File: src/logic/correlator_pkg.sv
// ####################
// Correlator package
// Sizes, register map and reset values shared by the coincidence
// correlator blocks
// ####################

`default_nettype none

package correlator_pkg;

	// Detector lines and lag window
	localparam int num_inputs = 4;
	localparam int max_lag = 1;
	localparam int num_lags = 2 * max_lag + 1;
	localparam int num_taps = 2 * max_lag + 1; // Centre tap is the present sample

	// Baselines ordered (0,1) (0,2) (0,3) (1,2) (1,3) (2,3)
	localparam int num_baselines = num_inputs * (num_inputs - 1) / 2;
	localparam int num_counters = num_baselines * num_lags + num_inputs;

	localparam int count_width = 16;
	localparam int addr_width = 8;
	localparam int data_width = 16;

	// Register map
	localparam logic [addr_width-1:0] reg_control = 8'd0; // Enable mask in bits 3..0
	localparam logic [addr_width-1:0] reg_length = 8'd1;
	localparam logic [addr_width-1:0] reg_int_count = 8'd2; // Read only
	localparam logic [addr_width-1:0] reg_counter_base = 8'd16;

	// Values after reset
	localparam logic [num_inputs-1:0] reset_mask = '1;
	localparam logic [data_width-1:0] reset_length = 16'd16;

endpackage

`default_nettype wire

File: src/logic/correlator_regs.sv
// ####################
// Correlator registers
// Holds the enable mask and integration length, counts completed
// integrations and serves the snapshot bank on the read port
// ####################

`default_nettype none

module correlator_regs (
	input  logic clk,
	input  logic reset,
	input  logic wr_en,
	input  logic rd_en,
	input  logic [correlator_pkg::addr_width-1:0] addr,
	input  logic [correlator_pkg::data_width-1:0] wr_data,
	output logic [correlator_pkg::data_width-1:0] rd_data,
	output logic [correlator_pkg::num_inputs-1:0] enable_mask,
	output logic [correlator_pkg::data_width-1:0] integration_length,
	output logic length_written,
	input  logic dump,
	input  logic [correlator_pkg::num_counters*correlator_pkg::count_width-1:0] snapshot_flat
);

	localparam int index_width = $clog2(correlator_pkg::num_counters);

	logic [correlator_pkg::num_counters-1:0][correlator_pkg::count_width-1:0] snapshot;
	logic [correlator_pkg::data_width-1:0] int_count;
	logic [correlator_pkg::addr_width-1:0] counter_offset;
	logic counter_hit;
	logic [correlator_pkg::data_width-1:0] read_value;

	assign snapshot = snapshot_flat;

	// The sample count in integration control restarts on this pulse
	assign length_written = wr_en && (addr == correlator_pkg::reg_length);

	always_ff @(posedge clk) begin
		if (!reset) begin
			enable_mask <= correlator_pkg::reset_mask;
			integration_length <= correlator_pkg::reset_length;
		end else if (wr_en) begin
			if (addr == correlator_pkg::reg_control) begin
				enable_mask <= wr_data[correlator_pkg::num_inputs-1:0];
			end
			if (addr == correlator_pkg::reg_length) begin
				integration_length <= wr_data;
			end
		end
	end

	always_ff @(posedge clk) begin
		if (!reset) begin
			int_count <= '0;
		end else if (dump) begin
			int_count <= int_count + 1'b1; // One per completed integration
		end
	end

	assign counter_offset = addr - correlator_pkg::reg_counter_base;
	assign counter_hit = (addr >= correlator_pkg::reg_counter_base) &&
		(counter_offset < correlator_pkg::addr_width'(correlator_pkg::num_counters));

	// Unmapped addresses read as zero
	always_comb begin
		read_value = '0;
		if (addr == correlator_pkg::reg_control) begin
			read_value = correlator_pkg::data_width'(enable_mask);
		end else if (addr == correlator_pkg::reg_length) begin
			read_value = integration_length;
		end else if (addr == correlator_pkg::reg_int_count) begin
			read_value = int_count;
		end else if (counter_hit) begin
			read_value = snapshot[counter_offset[index_width-1:0]];
		end
	end

	always_ff @(posedge clk) begin
		if (!reset) begin
			rd_data <= '0;
		end else if (rd_en) begin
			rd_data <= read_value; // Held until the next read
		end
	end

endmodule

`default_nettype wire

File: src/logic/correlator_top.sv
// ####################
// Correlator top
// Four detector lines through delay lines into the lag correlator,
// with integration control and a register port for setup and readout
// ####################

`default_nettype none

module correlator_top (
	input  logic                                clk,
	input  logic                                reset,
	input  logic [correlator_pkg::num_inputs-1:0] samples,
	input  logic                                sample_strobe,
	input  logic                                wr_en,
	input  logic                                rd_en,
	input  logic [correlator_pkg::addr_width-1:0] addr,
	input  logic [correlator_pkg::data_width-1:0] wr_data,
	output logic [correlator_pkg::data_width-1:0] rd_data,
	output logic                                integration_done
);

	logic [correlator_pkg::num_inputs*correlator_pkg::num_taps-1:0] taps_flat;
	logic [correlator_pkg::num_counters*correlator_pkg::count_width-1:0] snapshot_flat;
	logic [correlator_pkg::num_inputs-1:0] enable_mask;
	logic [correlator_pkg::data_width-1:0] integration_length;
	logic length_written;
	logic accumulate;
	logic dump;

	generate
		for (genvar n = 0; n < correlator_pkg::num_inputs; n++) begin : g_line
			sample_delay_line sample_delay_line_inst (
				.clk           (clk),
				.reset         (reset),
				.sample_strobe (sample_strobe),
				.sample        (samples[n]),
				.taps          (taps_flat[n*correlator_pkg::num_taps +: correlator_pkg::num_taps])
			);
		end
	endgenerate

	// The taps settle one edge after the strobe, so the count follows a cycle later
	always_ff @(posedge clk) begin
		if (!reset) begin
			accumulate <= 1'b0;
		end else begin
			accumulate <= sample_strobe;
		end
	end

	lag_correlator lag_correlator_inst (
		.clk           (clk),
		.reset         (reset),
		.taps_flat     (taps_flat),
		.enable_mask   (enable_mask),
		.accumulate    (accumulate),
		.dump          (dump),
		.snapshot_flat (snapshot_flat)
	);

	integration_control integration_control_inst (
		.clk                (clk),
		.reset              (reset),
		.accumulate         (accumulate),
		.integration_length (integration_length),
		.length_written     (length_written),
		.dump               (dump)
	);

	correlator_regs correlator_regs_inst (
		.clk                (clk),
		.reset              (reset),
		.wr_en              (wr_en),
		.rd_en              (rd_en),
		.addr               (addr),
		.wr_data            (wr_data),
		.rd_data            (rd_data),
		.enable_mask        (enable_mask),
		.integration_length (integration_length),
		.length_written     (length_written),
		.dump               (dump),
		.snapshot_flat      (snapshot_flat)
	);

	assign integration_done = dump;

endmodule

`default_nettype wire

File: src/logic/integration_control.sv
// ####################
// Integration control
// Counts accumulated samples and raises dump on the sample that
// completes the programmed integration length
// ####################

`default_nettype none

module integration_control (
	input  logic                                clk,
	input  logic                                reset,
	input  logic                                accumulate,
	input  logic [correlator_pkg::data_width-1:0] integration_length,
	input  logic                                length_written,
	output logic                                dump
);

	logic [correlator_pkg::data_width-1:0] sample_count;
	logic length_active;

	assign length_active = (integration_length != '0); // Zero length stops dumping

	// Combinational so the dump lands on the completing sample itself
	assign dump = accumulate && length_active &&
		(sample_count == integration_length - 1'b1);

	always_ff @(posedge clk) begin
		if (!reset) begin
			sample_count <= '0;
		end else if (length_written || !length_active) begin
			sample_count <= '0; // A new length starts a fresh integration
		end else if (dump) begin
			sample_count <= '0;
		end else if (accumulate) begin
			sample_count <= sample_count + 1'b1;
		end
	end

endmodule

`default_nettype wire

File: src/logic/lag_correlator.sv
// ####################
// Lag correlator
// Counts coincidences for every line pair at each lag, plus the ones
// on each single line, and copies the totals into a snapshot bank at
// the end of each integration
// ####################

`default_nettype none

module lag_correlator (
	input  logic clk,
	input  logic reset,
	input  logic [correlator_pkg::num_inputs*correlator_pkg::num_taps-1:0] taps_flat,
	input  logic [correlator_pkg::num_inputs-1:0] enable_mask,
	input  logic accumulate,
	input  logic dump,
	output logic [correlator_pkg::num_counters*correlator_pkg::count_width-1:0] snapshot_flat
);

	localparam int cross_counters = correlator_pkg::num_baselines * correlator_pkg::num_lags;

	logic [correlator_pkg::num_inputs-1:0][correlator_pkg::num_taps-1:0] line_taps;
	logic [correlator_pkg::num_inputs-1:0][correlator_pkg::num_taps-1:0] live_taps;
	logic [correlator_pkg::num_counters-1:0] hit;

	logic [correlator_pkg::num_counters-1:0][correlator_pkg::count_width-1:0] live_count;
	logic [correlator_pkg::num_counters-1:0][correlator_pkg::count_width-1:0] total_count;
	logic [correlator_pkg::num_counters-1:0][correlator_pkg::count_width-1:0] snapshot_count;

	assign line_taps = taps_flat;

	// A disabled line reads as all zeros
	generate
		for (genvar n = 0; n < correlator_pkg::num_inputs; n++) begin : g_mask
			assign live_taps[n] = line_taps[n] & {correlator_pkg::num_taps{enable_mask[n]}};
		end
	endgenerate

	// Cross products. Lag index l selects tap l of the second line, which is tap (1+L)
	// for lag L, against the centre tap of the first line
	generate
		for (genvar i = 0; i < correlator_pkg::num_inputs; i++) begin : g_first
			for (genvar j = i + 1; j < correlator_pkg::num_inputs; j++) begin : g_second
				localparam int baseline =
					i * correlator_pkg::num_inputs - (i * (i + 1)) / 2 + (j - i - 1);
				for (genvar l = 0; l < correlator_pkg::num_lags; l++) begin : g_lag
					assign hit[baseline * correlator_pkg::num_lags + l] =
						live_taps[i][correlator_pkg::max_lag] & live_taps[j][l];
				end
			end
		end
	endgenerate

	// Single-line counts sit after the cross counters
	generate
		for (genvar n = 0; n < correlator_pkg::num_inputs; n++) begin : g_single
			assign hit[cross_counters + n] = live_taps[n][correlator_pkg::max_lag];
		end
	endgenerate

	// Totals including this cycle's coincidences
	always_comb begin
		for (int c = 0; c < correlator_pkg::num_counters; c++) begin
			total_count[c] = live_count[c] +
				correlator_pkg::count_width'(hit[c] & accumulate);
		end
	end

	// The dump cycle's own increment lands in the snapshot while the live
	// counters restart, so the next integration starts clean
	always_ff @(posedge clk) begin
		if (!reset) begin
			live_count <= '0;
			snapshot_count <= '0;
		end else if (dump) begin
			snapshot_count <= total_count;
			live_count <= '0;
		end else if (accumulate) begin
			live_count <= total_count;
		end
	end

	assign snapshot_flat = snapshot_count;

endmodule

`default_nettype wire

File: src/logic/sample_delay_line.sv
// ####################
// Sample delay line
// Keeps the recent samples of one detector line, shifting a new one in
// on every sample strobe
// ####################

`default_nettype none

module sample_delay_line (
	input  logic                              clk,
	input  logic                              reset,
	input  logic                              sample_strobe,
	input  logic                              sample,
	output logic [correlator_pkg::num_taps-1:0] taps
);

	// Tap 0 holds the newest sample, the highest tap the oldest
	always_ff @(posedge clk) begin
		if (!reset) begin
			taps <= '0;
		end else if (sample_strobe) begin
			taps <= {taps[correlator_pkg::num_taps-2:0], sample};
		end
	end

endmodule

`default_nettype wire

File: config.mk
export PLATFORM = sky130hd
export DESIGN_NAME = correlator_top
export DESIGN_NICKNAME = d
export VERILOG_FILES = /design/src/logic/correlator_pkg.sv /design/src/logic/correlator_regs.sv /design/src/logic/correlator_top.sv /design/src/logic/integration_control.sv /design/src/logic/lag_correlator.sv /design/src/logic/sample_delay_line.sv
export SDC_FILE = /design/constraint.sdc
export NUM_CORES = 2
export LEC_CHECK = 0
export BUFFER_PORTS_ARGS = -buffer_cell sky130_fd_sc_hd__clkbuf_2
export CAP_MARGIN = 5
export CORE_ASPECT_RATIO = 1.5
export CORE_UTILIZATION = 65
export CTS_BUF_LIST = sky130_fd_sc_hd__clkbuf_4 sky130_fd_sc_hd__clkbuf_8
export DETAILED_ROUTE_END_ITERATION = 8
export PLACE_DENSITY = 0.88
export SLEW_MARGIN = 30
export SYNTH_ARGS = -nofsm -noshare
export SYNTH_HDL_FRONTEND = slang
export SYNTH_SLANG_ARGS = --single-unit
File: constraint.sdc
create_clock -name clk -period 8.6 [get_ports clk]
set_clock_uncertainty 0.15 [all_clocks]
set_input_delay 2.15 -clock clk [delete_from_list [all_inputs] [get_ports clk]]
set_output_delay 2.15 -clock clk [all_outputs]
set_load 0.03 [all_outputs]
==> results.py <==
metrics = {
    "cts": {
        "numCtsBuffers": 111,
        "clock-sinks": 784,
        "clk_latency_ns": 0.75,
        "cts_tree": "built",
        "cts_max_level": 3,
        "post_cts_buffers": 0,
        "cts_buffer_depth": 3,
        "clk_pin_slew_ns": 0.06,
        "cts-hold-fix-buffers": 0,
        "cts-root-buf": "clkbuf_8",
        "ctsResizeCount": 0,
    },
    "timing": {
        "tightestPinTransition_ns": 0.975,
        "setup_violations": 0,
        "hold_violations": 0,
        "tns_ns": 0,
        "grt_setup_unrepaired": "false",
        "layout_min_cycle_time_ns": 5.70,
        "timing.final.crit_share_pct": 66.3,
        "max-slew-margin-rel_pct": 35.0,
        "fmax_mhz": 175,
        "fin_hold_ws_ns": 0.322,
        "drv_slew": 0,
    },
    "yosys": {
        "synth_top_area_share_pct": 39.4,
        "ys_top_cells_by_count": "dfxtp_1 (784), nand3_1 (521), nor2_1 (455)",
        "yosysMostFrequentCell": "dfxtp_1",
        "syn_avg_cell_area_um2": 9.12,
        "synth-seq-cells": 784,
        "yosys_warnings": 0,
        "ys_seq_area_share_pct": 39.4,
        "async_reset_ff_share_pct": 0,
        "synth_fp_nets": 4445,
        "yosysTopAreaCell": "dfxtp_1",
        "syn_area_mm2": 0.0398,
        "synth_edf_count": 0,
        "yosysUniqueCellTypes": 65,
        "syn_inst": 4362,
        "synth_top_flop_cell": "dfxtp_1",
        "synth_area_leaders": "dfxtp_1 (39%), xor2_1 (9.6%), o31ai_2 (8.0%)",
    },
    "global_routing": {
        "antenna_found_initial": 1,
        "grt_pass1_wl_um": 152000,
        "grt_pass1_vias": 30500,
        "grtUsageTotal_pct": 30.1,
        "grt_overflow": 0,
        "grt_max_degree": 236,
    },
    "hold_path": {
        "holdPathStages": 2,
        "min_path_type": "reg -> reg",
    },
    "drt": {
        "wl_per_cell_um": 18.7,
        "drt_first_iter_violations": 2745,
        "ant_nets": 0,
        "vias": 31300,
        "drt_first_pass_iters": 8,
        "via_per_inst": 6.20,
        "wirelength_um": 94300,
        "drcViolationCount": 0,
    },
    "floorplan": {
        "io_pins": 50,
        "die_h_um": 305,
        "die_w_um": 204,
        "core_mm2": 0.0603,
        "dieArea_mm2": 0.0622,
        "rows": 110,
        "initial_core_util_pct": 66.0,
    },
    "worst_setup_path": {
        "crit_type": "reg -> out",
        "worstPathRequired_ns": 6.30,
        "worstPathArrival_ns": 3.40,
        "path_buf_inv": 1,
        "cpPeakStageDelay_ns": 0.57,
        "cp-end-kind": "output port",
        "critical_path_depth": 7,
        "crit_family": "simple AND/OR/NAND/NOR gates",
        "crit_path_cell_trace": "nor4_4 -> nand4_1 -> xnor2_1 -> a31o_2 -> nor2_2 -> and4b_1 -> clkbuf_2",
        "startpoint_type": "register",
        "cpMaxStageDelayCell": "nor4_4",
        "worstRegToRegCells": 10,
        "worstPathMaxFanout": 20,
    },
    "finish": {
        "finalNonFillerCells": 5051,
        "drive_above_1_share_pct": 14.8,
        "post-route-util_pct": 69.8,
        "nets": 4264,
        "final_cell_area_mm2": 0.0421,
        "area_growth_pct": 5.74,
    },
    "power_and_ir_drop": {
        "p_clk_share_pct": 44.2,
        "p_seq_share_pct": 52.0,
        "switching_share_pct": 23.0,
        "leakage_nw": 14.9,
        "intPower_mw": 5.40,
        "switchingPower_mw": 1.62,
        "ir_drop_mv": 0.126,
        "combinationalPowerShare_pct": 3.8,
        "powerDensity_mw_per_mm2": 167,
    },
    "placement": {
        "dp_hpwl_um": 60800,
        "gp_congestion": 0.921,
        "dp.cells": 4850,
        "placed_area_mm2": 0.0396,
        "port_buffers": 49,
    },
    "job": {
        "drv_cap": 0,
    },
    "status": {
        "status": "finished clean",
    },
}
power by group through the flow:
stage	Sequential (mW)	Clock (mW)	Combinational, mW
final	3.64	3.10	0.269
after global placement	3.72	0	0.258
after detailed placement	3.72	0	0.260
after floorplan	3.72	0	0.195
after global routing	3.64	3.30	0.285
after CTS	3.64	3.14	0.261
cells by family after synthesis:
group | after synthesis | synth area share (%)
and+or+nand+nor | 1729 | 20.3
DFF | 784 | 39.4
xor gates and xnor gates | 652 | 14.4
AOI/OAI and AO/OA | 551 | 12.9
buffers and inverters | 388 | 4.47
muxes | 208 | 6.99
adders and majority gates | 50 | 1.57
worst min-delay path: stages (launching register included):
cell     delay, ns
dfxtp_1       0.31
nand3_1       0.06
o31ai_1       0.06
cell usage in the layout, fill, tap and decap left out, types with 91 or more instances in the layout:
| cell | count |
|---|---|
| nand4_1 | 120 |
| dfxtp_1 | 783 |
| and3_1 | 134 |
| o31ai_2 | 255 |
| xor2_1 | 435 |
| mux2i_1 | 125 |
| xnor2_1 | 217 |
| o21ai_0 | 91 |
| nand2_1 | 398 |
| nand3_1 | 521 |
| clkbuf_8 | 147 |
| nor2_1 | 451 |
through the flow:
| step | power [mW] | setup WS, ns |
|---|---|---|
| 6_report | 7.01 | 2.90 |
| 5_1_grt | 7.23 | 2.67 |
| 4_1_cts | 7.04 | 2.87 |
| 3_5_place_dp | 3.98 | 2.91 |
| 3_3_place_gp | 3.98 | 2.96 |
| 2_1_floorplan | 3.92 | 3.96 |
per-layer routing:
layer	vias up	wire length [um]	GRT usage, %
met5	-	0	0
met4	0	5890	19.9
met2	1068	46700	51.8
met3	272	5500	4.00
li1	14900	-	-
met1	15100	36300	34.6
sequential cells by signal, summed over array words and instances, names as in the netlist:
| name | cells |
|---|---|
| lag_correlator_inst.snapshot_flat | 352 |
| accumulate | 1 |
| correlator_regs_inst.int_count | 16 |
| integration_control_inst.sample_count | 16 |
| correlator_regs_inst.enable_mask | 4 |
| lag_correlator_inst.live_count | 352 |
| correlator_regs_inst.rd_data | 16 |
| correlator_regs_inst.integration_length | 16 |
| g_line.sample_delay_line_inst.taps | 11 |
final cells by class:
class,count,area [um^2]
antenna,1,2.50
clock buffer,190,2350
clock inverter,8,46.3
fill,4196,18200
inverter,22,95.1
multi-input combinational,3190,22300
sequential,784,15700
tap,784,981
timing repair buffer,72,554
final timing paths:
| kind | startpoint | to | slack, ns |
|---|---|---|---|
| max | correlator_regs_inst.integration_length[2]$_SDFFE_PN0P_ | integration_done | 2.90 |
| min | lag_correlator_inst.snapshot_flat[101]$_SDFFE_PN0P_ | lag_correlator_inst.snapshot_flat[101]$_SDFFE_PN0P_ | 0.32 |
| max reg2reg | correlator_regs_inst.integration_length[2]$_SDFFE_PN0P_ | lag_correlator_inst.snapshot_flat[26]$_SDFFE_PN0P_ | 3.41 |
| min reg2reg | lag_correlator_inst.snapshot_flat[101]$_SDFFE_PN0P_ | lag_correlator_inst.snapshot_flat[101]$_SDFFE_PN0P_ | 0.32 |
No activity file was read; power rests on OpenSTA's default activity.
